`config.mk`:
```
export PLATFORM = sky130hd
export DESIGN_NAME = cpu86_core
export DESIGN_NICKNAME = d
export VERILOG_FILES = /design/src/hdl/cpu86_pkg.sv /design/src/hdl/fetch_queue.sv /design/src/hdl/inst_decode.sv /design/src/hdl/reg_file.sv /design/src/hdl/alu_flags.sv /design/src/hdl/exec_unit.sv /design/src/hdl/cpu86_core.sv
export VERILOG_INCLUDE_DIRS = /design/src /design/src/include
export SDC_FILE = /design/constraint.sdc
export NUM_CORES = 1
export LEC_CHECK = 0
export BUFFER_PORTS_ARGS = -buffer_cell sky130_fd_sc_hd__buf_2
export CAP_MARGIN = 20
export CORE_AREA = 2 2 130 195
export CTS_CLUSTER_DIAMETER = 200
export CTS_CLUSTER_SIZE = 14
export DETAILED_ROUTE_END_ITERATION = 10
export DIE_AREA = 0 0 132 197
export SLEW_MARGIN = 20
export SYNTH_ARGS = -nofsm -noshare
export SYNTH_HDL_FRONTEND = slang
export SYNTH_SLANG_ARGS = --single-unit
```
`constraint.sdc`:
```
create_clock -name clk -period 6.4 [get_ports clk]
set_clock_uncertainty 0.2 [all_clocks]
set_input_delay 0.96 -clock clk [delete_from_list [all_inputs] [get_ports clk]]
set_output_delay 0.96 -clock clk [all_outputs]
set_load 0.005 [all_outputs]
```
`src/include/cpu86_config.svh`:
```
`ifndef CPU86_CONFIG_SVH
`define CPU86_CONFIG_SVH

// **************************************************
// Core dimensions
// **************************************************
`define CPU86_WORD_W       16
`define CPU86_ADDR_W       20
`define CPU86_NUM_REGS     8

// Longest kept instruction is three bytes.
`define CPU86_QUEUE_DEPTH  3

// Returned by unloaded ROM.
`define CPU86_NOP_BYTE     8'h90

`endif

```
`src/hdl/cpu86_pkg.sv`:
```
`default_nettype none

`include "cpu86_config.svh"

package cpu86_pkg;

    typedef logic [`CPU86_WORD_W-1:0] word_t;
    typedef logic [7:0]               byte_t;

    // 8086 order AX CX DX BX SP BP SI DI.
    typedef logic [2:0] reg_idx_t;

    localparam reg_idx_t REG_AX = 3'd0;
    localparam reg_idx_t REG_SP = 3'd4;

    typedef enum logic [3:0] {
        OP_NOP,
        OP_MOV_IMM,
        OP_LOAD_ACC,
        OP_STORE_ACC,
        OP_ADD,
        OP_ADC,
        OP_INC,
        OP_PUSH,
        OP_POP,
        OP_PUSHF
    } op_kind_t;

    // Head byte plus the two that follow it.
    typedef struct packed {
        logic  head_valid;
        byte_t opcode;
        byte_t op1;
        byte_t op2;
    } inst_window_t;

    typedef struct packed {
        logic     valid;
        op_kind_t kind;
        logic     is_word;
        reg_idx_t reg_idx;
        word_t    imm;
        word_t    addr;
    } decoded_t;

    // 8086 bit positions.
    typedef struct packed {
        logic [3:0] rsvd_15_12;
        logic       of;
        logic [2:0] rsvd_10_8;
        logic       sf;
        logic       zf;
        logic       rsvd_5;
        logic       af;
        logic       rsvd_3;
        logic       pf;
        logic       rsvd_1;
        logic       cf;
    } flags_t;

    typedef struct packed {
        logic                     en;
        logic                     word;
        logic [`CPU86_ADDR_W-1:0] addr;
    } ram_rd_req_t;

    typedef struct packed {
        logic                     en;
        logic                     word;
        logic [`CPU86_ADDR_W-1:0] addr;
        word_t                    data;
    } ram_wr_req_t;

endpackage

`default_nettype wire

```
`src/hdl/fetch_queue.sv`:
```
`timescale 1ns/1ps
`default_nettype none

`include "cpu86_config.svh"

module fetch_queue (
    input  wire                              clk,
    input  wire                              rst,
    input  wire cpu86_pkg::byte_t            rom_data,
    output logic                             rom_en,
    output logic [`CPU86_ADDR_W-1:0]         rom_addr,
    output cpu86_pkg::inst_window_t          window
);

    localparam int DEPTH = `CPU86_QUEUE_DEPTH;

    cpu86_pkg::word_t                   pc;
    cpu86_pkg::byte_t [DEPTH-1:0]       slot;
    logic [DEPTH-1:0]                   slot_valid;
    logic [DEPTH-1:0]                   slot_start;
    logic                               start_in;

    // Instruction length from the opcode alone.
    function automatic logic [1:0] inst_len(cpu86_pkg::byte_t op);
        if (op[7:3] == 5'b10111 || op[7:2] == 6'b101000 || op == 8'h05 || op == 8'h15) begin
            return 2'd3;
        end else if (op[7:3] == 5'b10110 || op == 8'h04 || op == 8'h14) begin
            return 2'd2;
        end
        return 2'd1;
    endfunction

    assign rom_en   = rst;
    assign rom_addr = {{(`CPU86_ADDR_W-`CPU86_WORD_W){1'b0}}, pc};

    always_ff @(posedge clk or negedge rst) begin
        if (!rst) begin
            pc <= '0;
        end else begin
            pc <= pc + 1'b1;
        end
    end

    // **************************************************
    // Start marker
    // **************************************************
    always_comb begin
        start_in = !slot_valid[0];                       // First byte after reset.
        for (int i = 0; i < DEPTH; i++) begin
            if (slot_valid[i] && slot_start[i] && inst_len(slot[i]) == 2'(i + 1)) begin
                start_in = 1'b1;
            end
        end
    end

    always_ff @(posedge clk or negedge rst) begin
        if (!rst) begin
            slot_valid <= '0;
            slot_start <= '0;
        end else begin
            slot_valid <= {slot_valid[DEPTH-2:0], 1'b1};
            slot_start <= {slot_start[DEPTH-2:0], start_in};
        end
    end

    always_ff @(posedge clk) begin
        slot <= {slot[DEPTH-2:0], rom_data};
    end

    assign window.head_valid = slot_valid[DEPTH-1] && slot_start[DEPTH-1];
    assign window.opcode     = slot[DEPTH-1];
    assign window.op1        = slot[DEPTH-2];
    assign window.op2        = slot[DEPTH-3];

endmodule

`default_nettype wire

```
`src/hdl/inst_decode.sv`:
```
`timescale 1ns/1ps
`default_nettype none

module inst_decode (
    input  wire cpu86_pkg::inst_window_t window,
    output cpu86_pkg::decoded_t          dec
);

    always_comb begin
        dec.valid   = window.head_valid;
        dec.kind    = cpu86_pkg::OP_NOP;
        dec.is_word = 1'b1;
        dec.reg_idx = window.opcode[2:0];
        dec.imm     = {window.op2, window.op1};      // Little-endian.
        dec.addr    = {window.op2, window.op1};

        casez (window.opcode)
            8'b1011_0???: begin
                dec.kind    = cpu86_pkg::OP_MOV_IMM;
                dec.is_word = 1'b0;
                dec.imm     = {8'h00, window.op1};
            end
            8'b1011_1???: begin
                dec.kind = cpu86_pkg::OP_MOV_IMM;
            end
            8'b1010_000?: begin
                dec.kind    = cpu86_pkg::OP_LOAD_ACC;
                dec.is_word = window.opcode[0];
                dec.reg_idx = cpu86_pkg::REG_AX;
            end
            8'b1010_001?: begin
                dec.kind    = cpu86_pkg::OP_STORE_ACC;
                dec.is_word = window.opcode[0];
                dec.reg_idx = cpu86_pkg::REG_AX;
            end
            8'b000?_010?: begin
                // 04/05 add, 14/15 add with carry.
                dec.kind    = window.opcode[4] ? cpu86_pkg::OP_ADC : cpu86_pkg::OP_ADD;
                dec.is_word = window.opcode[0];
                dec.reg_idx = cpu86_pkg::REG_AX;
                if (!window.opcode[0]) begin
                    dec.imm = {8'h00, window.op1};
                end
            end
            8'b0100_0???: begin
                dec.kind = cpu86_pkg::OP_INC;
            end
            8'b0101_0???: begin
                dec.kind = cpu86_pkg::OP_PUSH;
            end
            8'b0101_1???: begin
                dec.kind = cpu86_pkg::OP_POP;
            end
            8'h9c: begin
                dec.kind = cpu86_pkg::OP_PUSHF;
            end
            default: begin
                dec.kind = cpu86_pkg::OP_NOP;            // Unknown bytes act as NOP.
            end
        endcase
    end

endmodule

`default_nettype wire

```
`src/hdl/reg_file.sv`:
```
`timescale 1ns/1ps
`default_nettype none

`include "cpu86_config.svh"

module reg_file (
    input  wire                                        clk,
    input  wire                                        rst,
    input  wire                                        wr_en,
    input  wire                                        wr_word,
    input  wire cpu86_pkg::reg_idx_t                   wr_idx,
    input  wire cpu86_pkg::word_t                      wr_data,
    input  wire                                        sp_en,
    input  wire cpu86_pkg::word_t                      sp_next,
    output cpu86_pkg::word_t [`CPU86_NUM_REGS-1:0]     regs
);

    cpu86_pkg::reg_idx_t byte_reg;

    // Byte index 4..7 selects AH..BH.
    assign byte_reg = {1'b0, wr_idx[1:0]};

    always_ff @(posedge clk or negedge rst) begin
        if (!rst) begin
            regs <= '0;
        end else begin
            if (wr_en) begin
                if (wr_word) begin
                    regs[wr_idx] <= wr_data;
                end else if (wr_idx[2]) begin
                    regs[byte_reg][15:8] <= wr_data[7:0];
                end else begin
                    regs[byte_reg][7:0] <= wr_data[7:0];
                end
            end
            // Later assignment wins, so SP update beats POP SP.
            if (sp_en) begin
                regs[cpu86_pkg::REG_SP] <= sp_next;
            end
        end
    end

endmodule

`default_nettype wire

```
`src/hdl/alu_flags.sv`:
```
`timescale 1ns/1ps
`default_nettype none

module alu_flags (
    input  wire cpu86_pkg::word_t  a,
    input  wire cpu86_pkg::word_t  b,
    input  wire                    carry_in,
    input  wire                    is_word,
    input  wire                    is_inc,
    input  wire cpu86_pkg::flags_t flags_in,
    output cpu86_pkg::word_t       result,
    output cpu86_pkg::flags_t      flags_out
);

    logic [16:0] sum;
    logic        carry_b;
    logic        msb_a;
    logic        msb_b;
    logic        msb_r;

    assign sum     = {1'b0, a} + {1'b0, b} + {16'h0000, carry_in};
    assign carry_b = sum[8] ^ a[8] ^ b[8];           // Carry out of bit 7.
    assign result  = is_word ? sum[15:0] : {8'h00, sum[7:0]};

    assign msb_a = is_word ? a[15] : a[7];
    assign msb_b = is_word ? b[15] : b[7];
    assign msb_r = is_word ? result[15] : result[7];

    always_comb begin
        flags_out    = '0;
        flags_out.cf = is_inc ? flags_in.cf : (is_word ? sum[16] : carry_b);
        flags_out.pf = ~^result[7:0];                // Even parity, low byte only.
        flags_out.af = a[4] ^ b[4] ^ result[4];
        flags_out.zf = (result == '0);
        flags_out.sf = msb_r;
        flags_out.of = (msb_a == msb_b) && (msb_r != msb_a);
    end

endmodule

`default_nettype wire

```
`src/hdl/exec_unit.sv`:
```
`timescale 1ns/1ps
`default_nettype none

`include "cpu86_config.svh"

module exec_unit (
    input  wire                                        clk,
    input  wire                                        rst,
    input  wire cpu86_pkg::decoded_t                   dec,
    input  wire cpu86_pkg::word_t [`CPU86_NUM_REGS-1:0] regs,
    input  wire cpu86_pkg::word_t                      ram_rd_data,
    output cpu86_pkg::ram_rd_req_t                     ram_rd,
    output cpu86_pkg::ram_wr_req_t                     ram_wr,
    output logic                                       wr_en,
    output logic                                       wr_word,
    output cpu86_pkg::reg_idx_t                        wr_idx,
    output cpu86_pkg::word_t                           wr_data,
    output logic                                       sp_en,
    output cpu86_pkg::word_t                           sp_next,
    output cpu86_pkg::word_t                           alu_a,
    output cpu86_pkg::word_t                           alu_b,
    output logic                                       alu_carry,
    output logic                                       alu_word,
    output logic                                       alu_inc,
    output cpu86_pkg::flags_t                          flags,
    input  wire cpu86_pkg::word_t                      alu_result,
    input  wire cpu86_pkg::flags_t                     new_flags
);

    logic             alu_op;
    logic             is_push;
    logic             is_pop;
    cpu86_pkg::word_t sp;
    cpu86_pkg::word_t sp_dec;

    assign sp      = regs[cpu86_pkg::REG_SP];
    assign sp_dec  = sp - 16'd2;
    assign is_pop  = dec.kind == cpu86_pkg::OP_POP;
    assign is_push = dec.kind inside {cpu86_pkg::OP_PUSH, cpu86_pkg::OP_PUSHF};
    assign alu_op  = dec.valid &&
                     dec.kind inside {cpu86_pkg::OP_ADD, cpu86_pkg::OP_ADC, cpu86_pkg::OP_INC};

    // **************************************************
    // RAM requests
    // **************************************************
    always_comb begin
        ram_rd      = '0;
        ram_rd.en   = dec.valid && (dec.kind == cpu86_pkg::OP_LOAD_ACC || is_pop);
        ram_rd.word = dec.is_word;
        ram_rd.addr[`CPU86_WORD_W-1:0] = is_pop ? sp : dec.addr;
    end

    always_comb begin
        ram_wr      = '0;
        ram_wr.en   = dec.valid && (dec.kind == cpu86_pkg::OP_STORE_ACC || is_push);
        ram_wr.word = dec.is_word;
        ram_wr.addr[`CPU86_WORD_W-1:0] = is_push ? sp_dec : dec.addr;
        // Store names AX in reg_idx, so one select serves store and push.
        ram_wr.data = (dec.kind == cpu86_pkg::OP_PUSHF) ? cpu86_pkg::word_t'(flags)
                                                        : regs[dec.reg_idx];
    end

    // **************************************************
    // Write-back
    // **************************************************
    assign wr_en   = dec.valid && !(dec.kind inside {cpu86_pkg::OP_NOP,
                                                     cpu86_pkg::OP_STORE_ACC,
                                                     cpu86_pkg::OP_PUSH,
                                                     cpu86_pkg::OP_PUSHF});
    assign wr_word = dec.is_word;
    assign wr_idx  = dec.reg_idx;

    always_comb begin
        case (dec.kind)
            cpu86_pkg::OP_MOV_IMM:  wr_data = dec.imm;
            cpu86_pkg::OP_LOAD_ACC,
            cpu86_pkg::OP_POP:      wr_data = ram_rd_data;
            default:                wr_data = alu_result;
        endcase
    end

    assign sp_en   = dec.valid && (is_push || is_pop);
    assign sp_next = is_pop ? sp + 16'd2 : sp_dec;

    // Accumulator forms decode reg_idx as AX.
    assign alu_a     = regs[dec.reg_idx];
    assign alu_b     = (dec.kind == cpu86_pkg::OP_INC) ? 16'd1 : dec.imm;
    assign alu_carry = (dec.kind == cpu86_pkg::OP_ADC) && flags.cf;
    assign alu_word  = dec.is_word;
    assign alu_inc   = dec.kind == cpu86_pkg::OP_INC;

    always_ff @(posedge clk or negedge rst) begin
        if (!rst) begin
            flags <= '0;
        end else if (alu_op) begin
            flags <= new_flags;
        end
    end

endmodule

`default_nettype wire

```
`src/hdl/cpu86_core.sv`:
```
`timescale 1ns/1ps
`default_nettype none

`include "cpu86_config.svh"

module cpu86_core (
    input  wire                          clk,
    input  wire                          rst,
    output logic                         rom_en,
    output logic [`CPU86_ADDR_W-1:0]     rom_addr,
    input  wire cpu86_pkg::byte_t        rom_data,
    output cpu86_pkg::ram_rd_req_t       ram_rd,
    input  wire cpu86_pkg::word_t        ram_rd_data,
    output cpu86_pkg::ram_wr_req_t       ram_wr
);

    cpu86_pkg::inst_window_t                 window;
    cpu86_pkg::decoded_t                     dec;
    cpu86_pkg::word_t [`CPU86_NUM_REGS-1:0]  regs;

    logic                                    wr_en;
    logic                                    wr_word;
    cpu86_pkg::reg_idx_t                     wr_idx;
    cpu86_pkg::word_t                        wr_data;
    logic                                    sp_en;
    cpu86_pkg::word_t                        sp_next;

    cpu86_pkg::word_t                        alu_a;
    cpu86_pkg::word_t                        alu_b;
    logic                                    alu_carry;
    logic                                    alu_word;
    logic                                    alu_inc;
    cpu86_pkg::word_t                        alu_result;
    cpu86_pkg::flags_t                       flags;
    cpu86_pkg::flags_t                       new_flags;

    fetch_queue u_fetch_queue (
        .clk      (clk),
        .rst      (rst),
        .rom_data (rom_data),
        .rom_en   (rom_en),
        .rom_addr (rom_addr),
        .window   (window)
    );

    inst_decode u_inst_decode (
        .window (window),
        .dec    (dec)
    );

    reg_file u_reg_file (
        .clk     (clk),
        .rst     (rst),
        .wr_en   (wr_en),
        .wr_word (wr_word),
        .wr_idx  (wr_idx),
        .wr_data (wr_data),
        .sp_en   (sp_en),
        .sp_next (sp_next),
        .regs    (regs)
    );

    alu_flags u_alu_flags (
        .a         (alu_a),
        .b         (alu_b),
        .carry_in  (alu_carry),
        .is_word   (alu_word),
        .is_inc    (alu_inc),
        .flags_in  (flags),
        .result    (alu_result),
        .flags_out (new_flags)
    );

    exec_unit u_exec_unit (
        .clk         (clk),
        .rst         (rst),
        .dec         (dec),
        .regs        (regs),
        .ram_rd_data (ram_rd_data),
        .ram_rd      (ram_rd),
        .ram_wr      (ram_wr),
        .wr_en       (wr_en),
        .wr_word     (wr_word),
        .wr_idx      (wr_idx),
        .wr_data     (wr_data),
        .sp_en       (sp_en),
        .sp_next     (sp_next),
        .alu_a       (alu_a),
        .alu_b       (alu_b),
        .alu_carry   (alu_carry),
        .alu_word    (alu_word),
        .alu_inc     (alu_inc),
        .flags       (flags),
        .alu_result  (alu_result),
        .new_flags   (new_flags)
    );

endmodule

`default_nettype wire

```
==> results.yml <==
run_status:
  status: "completed"
floorplanning:
  die_width_um: 132
  start_util_pct: 44.3
  die_area_mm2: 0.0260
  die_h_um: 197
  pin_count: 107
  coreArea_mm2: 0.0243
  rows: 70
sta:
  fin_crit_ns: 5.54
  worst_slack_ns: 0.865
  rsz0062_at_grt: "false"
  max_freq_mhz: 181
  final.period_utilization_pct: 86.5
  tns_ns: 0
  drv_slew: 0
  finalSetupViolations: 0
  worstMarginPinSlew_ns: 1.05
  finalHoldViolCount: 0
  maxSlewHeadroom_pct: 29.5
power:
  ir_drop_uv: 212
  cellPowerDensity_mw_per_mm2: 349
  p_leak_nw: 5.35
  total_power_w: 0.00427
worst_setup_path:
  regToRegStartpoint: "u_fetch_queue.window[21]"
  worstSetupStartpointType: "register"
  r2r_slack_ns: 0.86
  cp.arrival_ns: 5.72
  startpoint: "u_fetch_queue.window[21]"
  cp_cell_sequence: "nor4_1, buf_4, nand2_1, buf_4, nand2_1, or2_2, buf_12, a222oi_1, nand2_1, mux2_2, ha_1, a21oi_1, buf_4, o21bai_1, a21o_1, a21oi_1, a21bo_2, xnor2_1, o21ai_1, mux2_2"
  critPathMaxFanout: 21
  cpMaxStageDelayCell: "o21ai_1"
  path_class: "register to register"
  endpoint: "u_reg_file.regs[127]"
  reg2reg_depth: 20
  r2r-end: "u_reg_file.regs[127]"
  crit_path_max_incr_delay_ns: 0.80
  cp-end-kind: "register"
  worstPathRequired_ns: 6.59
synthesis:
  yosysSeqAreaShare_pct: 40.7
  yosysMostFrequentCell: "nand2_1"
  synth_top_area_share_pct: 36.3
  synthTopCellsByCount: "nand2_1, dfrtp_1, o21ai_0, nor2_1, clkbuf_1"
  yosys_warnings: 0
  synthArstFlopShare_pct: 86.7
  synthCells: 1244
  synth_ff_type: "dfrtp_1"
  synth_edf_count: 0
  syn_area_mm2: 0.0108
  ys_ff_latch: 180
  yosys-top-cells-area: "dfrtp_1, nand2_1, mux2_2"
  yosys.area.top_type: "dfrtp_1"
  avgSynthCellArea_um2: 8.65
  ys_types: 75
global_route:
  antenna_found_initial: 0
  grt_first_pass_wirelength_mm: 58.8
  grt-ovfl-total: 0
  grt_max_degree: 93
  grt_pass1_vias: 9881
  track_usage_pct: 29.6
clocking:
  cts_buffer_depth: 2
  postCtsSetupBuffers: 0
  numCtsBuffers: 17
  tritoncts: "built"
  cts_root_buf: "clkbuf_16"
  hold_buffers: 0
  path_clk_slew_ns: 0.07
  clock_latency_ns: 0.45
  post_cts_resized: 0
  htreeDepth: 4
  cts.sinks: 180
detailed_routing:
  drt-pass1-iter-count: 6
  wire_per_inst_um: 23.0
  ant_nets: 0
  drc: 0
  vias: 10000
  avgViaCountPerCell: 6.07
  drt_iter0_drc: 1157
  wl_mm: 37.9
placement:
  gp_congestion: 1.01
  io_buffers: 94
  pre_cts_slack_ns: 0.756
  dp_hpwl_mm: 27.7
final_layout:
  num_antenna_cells: 0
  final.fill_count: 2357
  nNetsFinal: 1363
  syn2layout_area_growth_pct: 13.7
  utilization_pct: 50.4
  post_route_cells_drive_above_1_share_pct: 17.8
hold_path:
  hold_path.class: "register to register"
job:
  drv_cap: 0
## logic make-up (layout without fill, tap and decap cells)
kind of cell,count (synthesis),count (layout),synth area share [%]
AND/OR/NAND/NOR,485,485,20.9
AO/OA/AOI/OAI,331,331,21.0
flip-flops,180,180,40.7
buffers and inverters,123,194,5.04
multiplexers,55,55,5.68
XOR/XNOR,44,44,3.58
adder cells (fa/ha/maj),24,24,2.93
other,2,13,0.0698
## worst max-delay path, delay by kind of cell, from the launching register on
| family | cells | cell delay (ns) |
|---|---|---|
| muxes | 2 | 0.64 |
| buffers and inverters | 4 | 0.66 |
| and+or+nand+nor | 5 | 0.96 |
| DFF | 1 | 0.58 |
| adders and majority gates | 1 | 0.40 |
| AOI/OAI and AO/OA | 7 | 1.79 |
| xor gates and xnor gates | 1 | 0.20 |
## sequential cells by signal (all words and copies together), names as in the netlist
name	cells
u_fetch_queue.slot_valid	3
u_reg_file.regs	128
u_fetch_queue.window	24
u_fetch_queue.pc	16
u_fetch_queue.slot_start	3
u_exec_unit.flags	6
## final cells by class
type / count / area [um^2] / area share [%]
Tap cell: 324 / 405 / 3.31
Clock inverter: 14 / 171 / 1.40
Multi-Input combinational cell: 952 / 5900 / 48.3
Sequential cell: 180 / 4380 / 35.9
Clock buffer: 18 / 429 / 3.51
Timing Repair Buffer: 142 / 861 / 7.04
Inverter: 20 / 75.1 / 0.614
## through the flow
step / hold WS (ns) / std cells / area (um^2)
floorplan: 0.148 / 1255 / 10800
global placement: 0.155 / 1616 / 11600
detailed placement: 0.170 / 1617 / 11600
CTS: 0.178 / 1649 / 12200
global route: 0.188 / 1650 / 12200
finish: 0.174 / 1650 / 12200
## placed cells by master, fill, tap and decap left out, drive strengths merged, types with 5 or more instances in the layout
cell and n:
xor2 10, or3 11, inv 26, nand2b 11, buf 142, nor4 12
dfxtp 24, or2 6, o21ai 103, clkinv 5, o21a 21, xnor2 34
nand2 201, o221ai 16, and3 14, nor2 97, ha 22, nor3 30
a2bb2oi 7, a22oi 9, a21oi 55, dfrtp 156, o2111ai 5, nand3 35
a21o 7, o31ai 13, clkbuf 18, nand4 13, conb 13, o211ai 9
a31oi 11, nor2b 23, mux2 48, and2 15, o32a 5, a222oi 30
mux2i 7
## layer usage
layer / track usage, % / share of wire, % / wire [um]
met5: 0 / 0 / 0
met1: 35.1 / 39 / 14700
met4: 18.1 / 6.3 / 2400
met2: 49.8 / 49 / 18500
met3: 5.58 / 5.8 / 2200
## worst min-delay path by stage
stage,start,endpoint,cells past startpoint
2_1_floorplan,u_fetch_queue.slot_start[0],u_fetch_queue.slot_start[1],0
3_3_place_gp,u_fetch_queue.slot_start[0],u_fetch_queue.slot_start[1],0
3_5_place_dp,u_fetch_queue.slot_start[0],u_fetch_queue.slot_start[1],0
4_1_cts,u_fetch_queue.slot_start[0],u_fetch_queue.slot_start[1],0
5_1_grt,u_fetch_queue.slot_start[0],u_fetch_queue.slot_start[1],0
6_report,u_fetch_queue.slot_start[0],u_fetch_queue.slot_start[1],0
## where the power goes
part           internal (W)  leakage (nW)  switching, W
Combinational      0.000604          3.03      0.000897
Clock              0.000589         0.290      0.000493
Sequential          0.00138          2.03      0.000310
Total               0.00257          5.35       0.00170
Power figures use the tool's default switching activity.
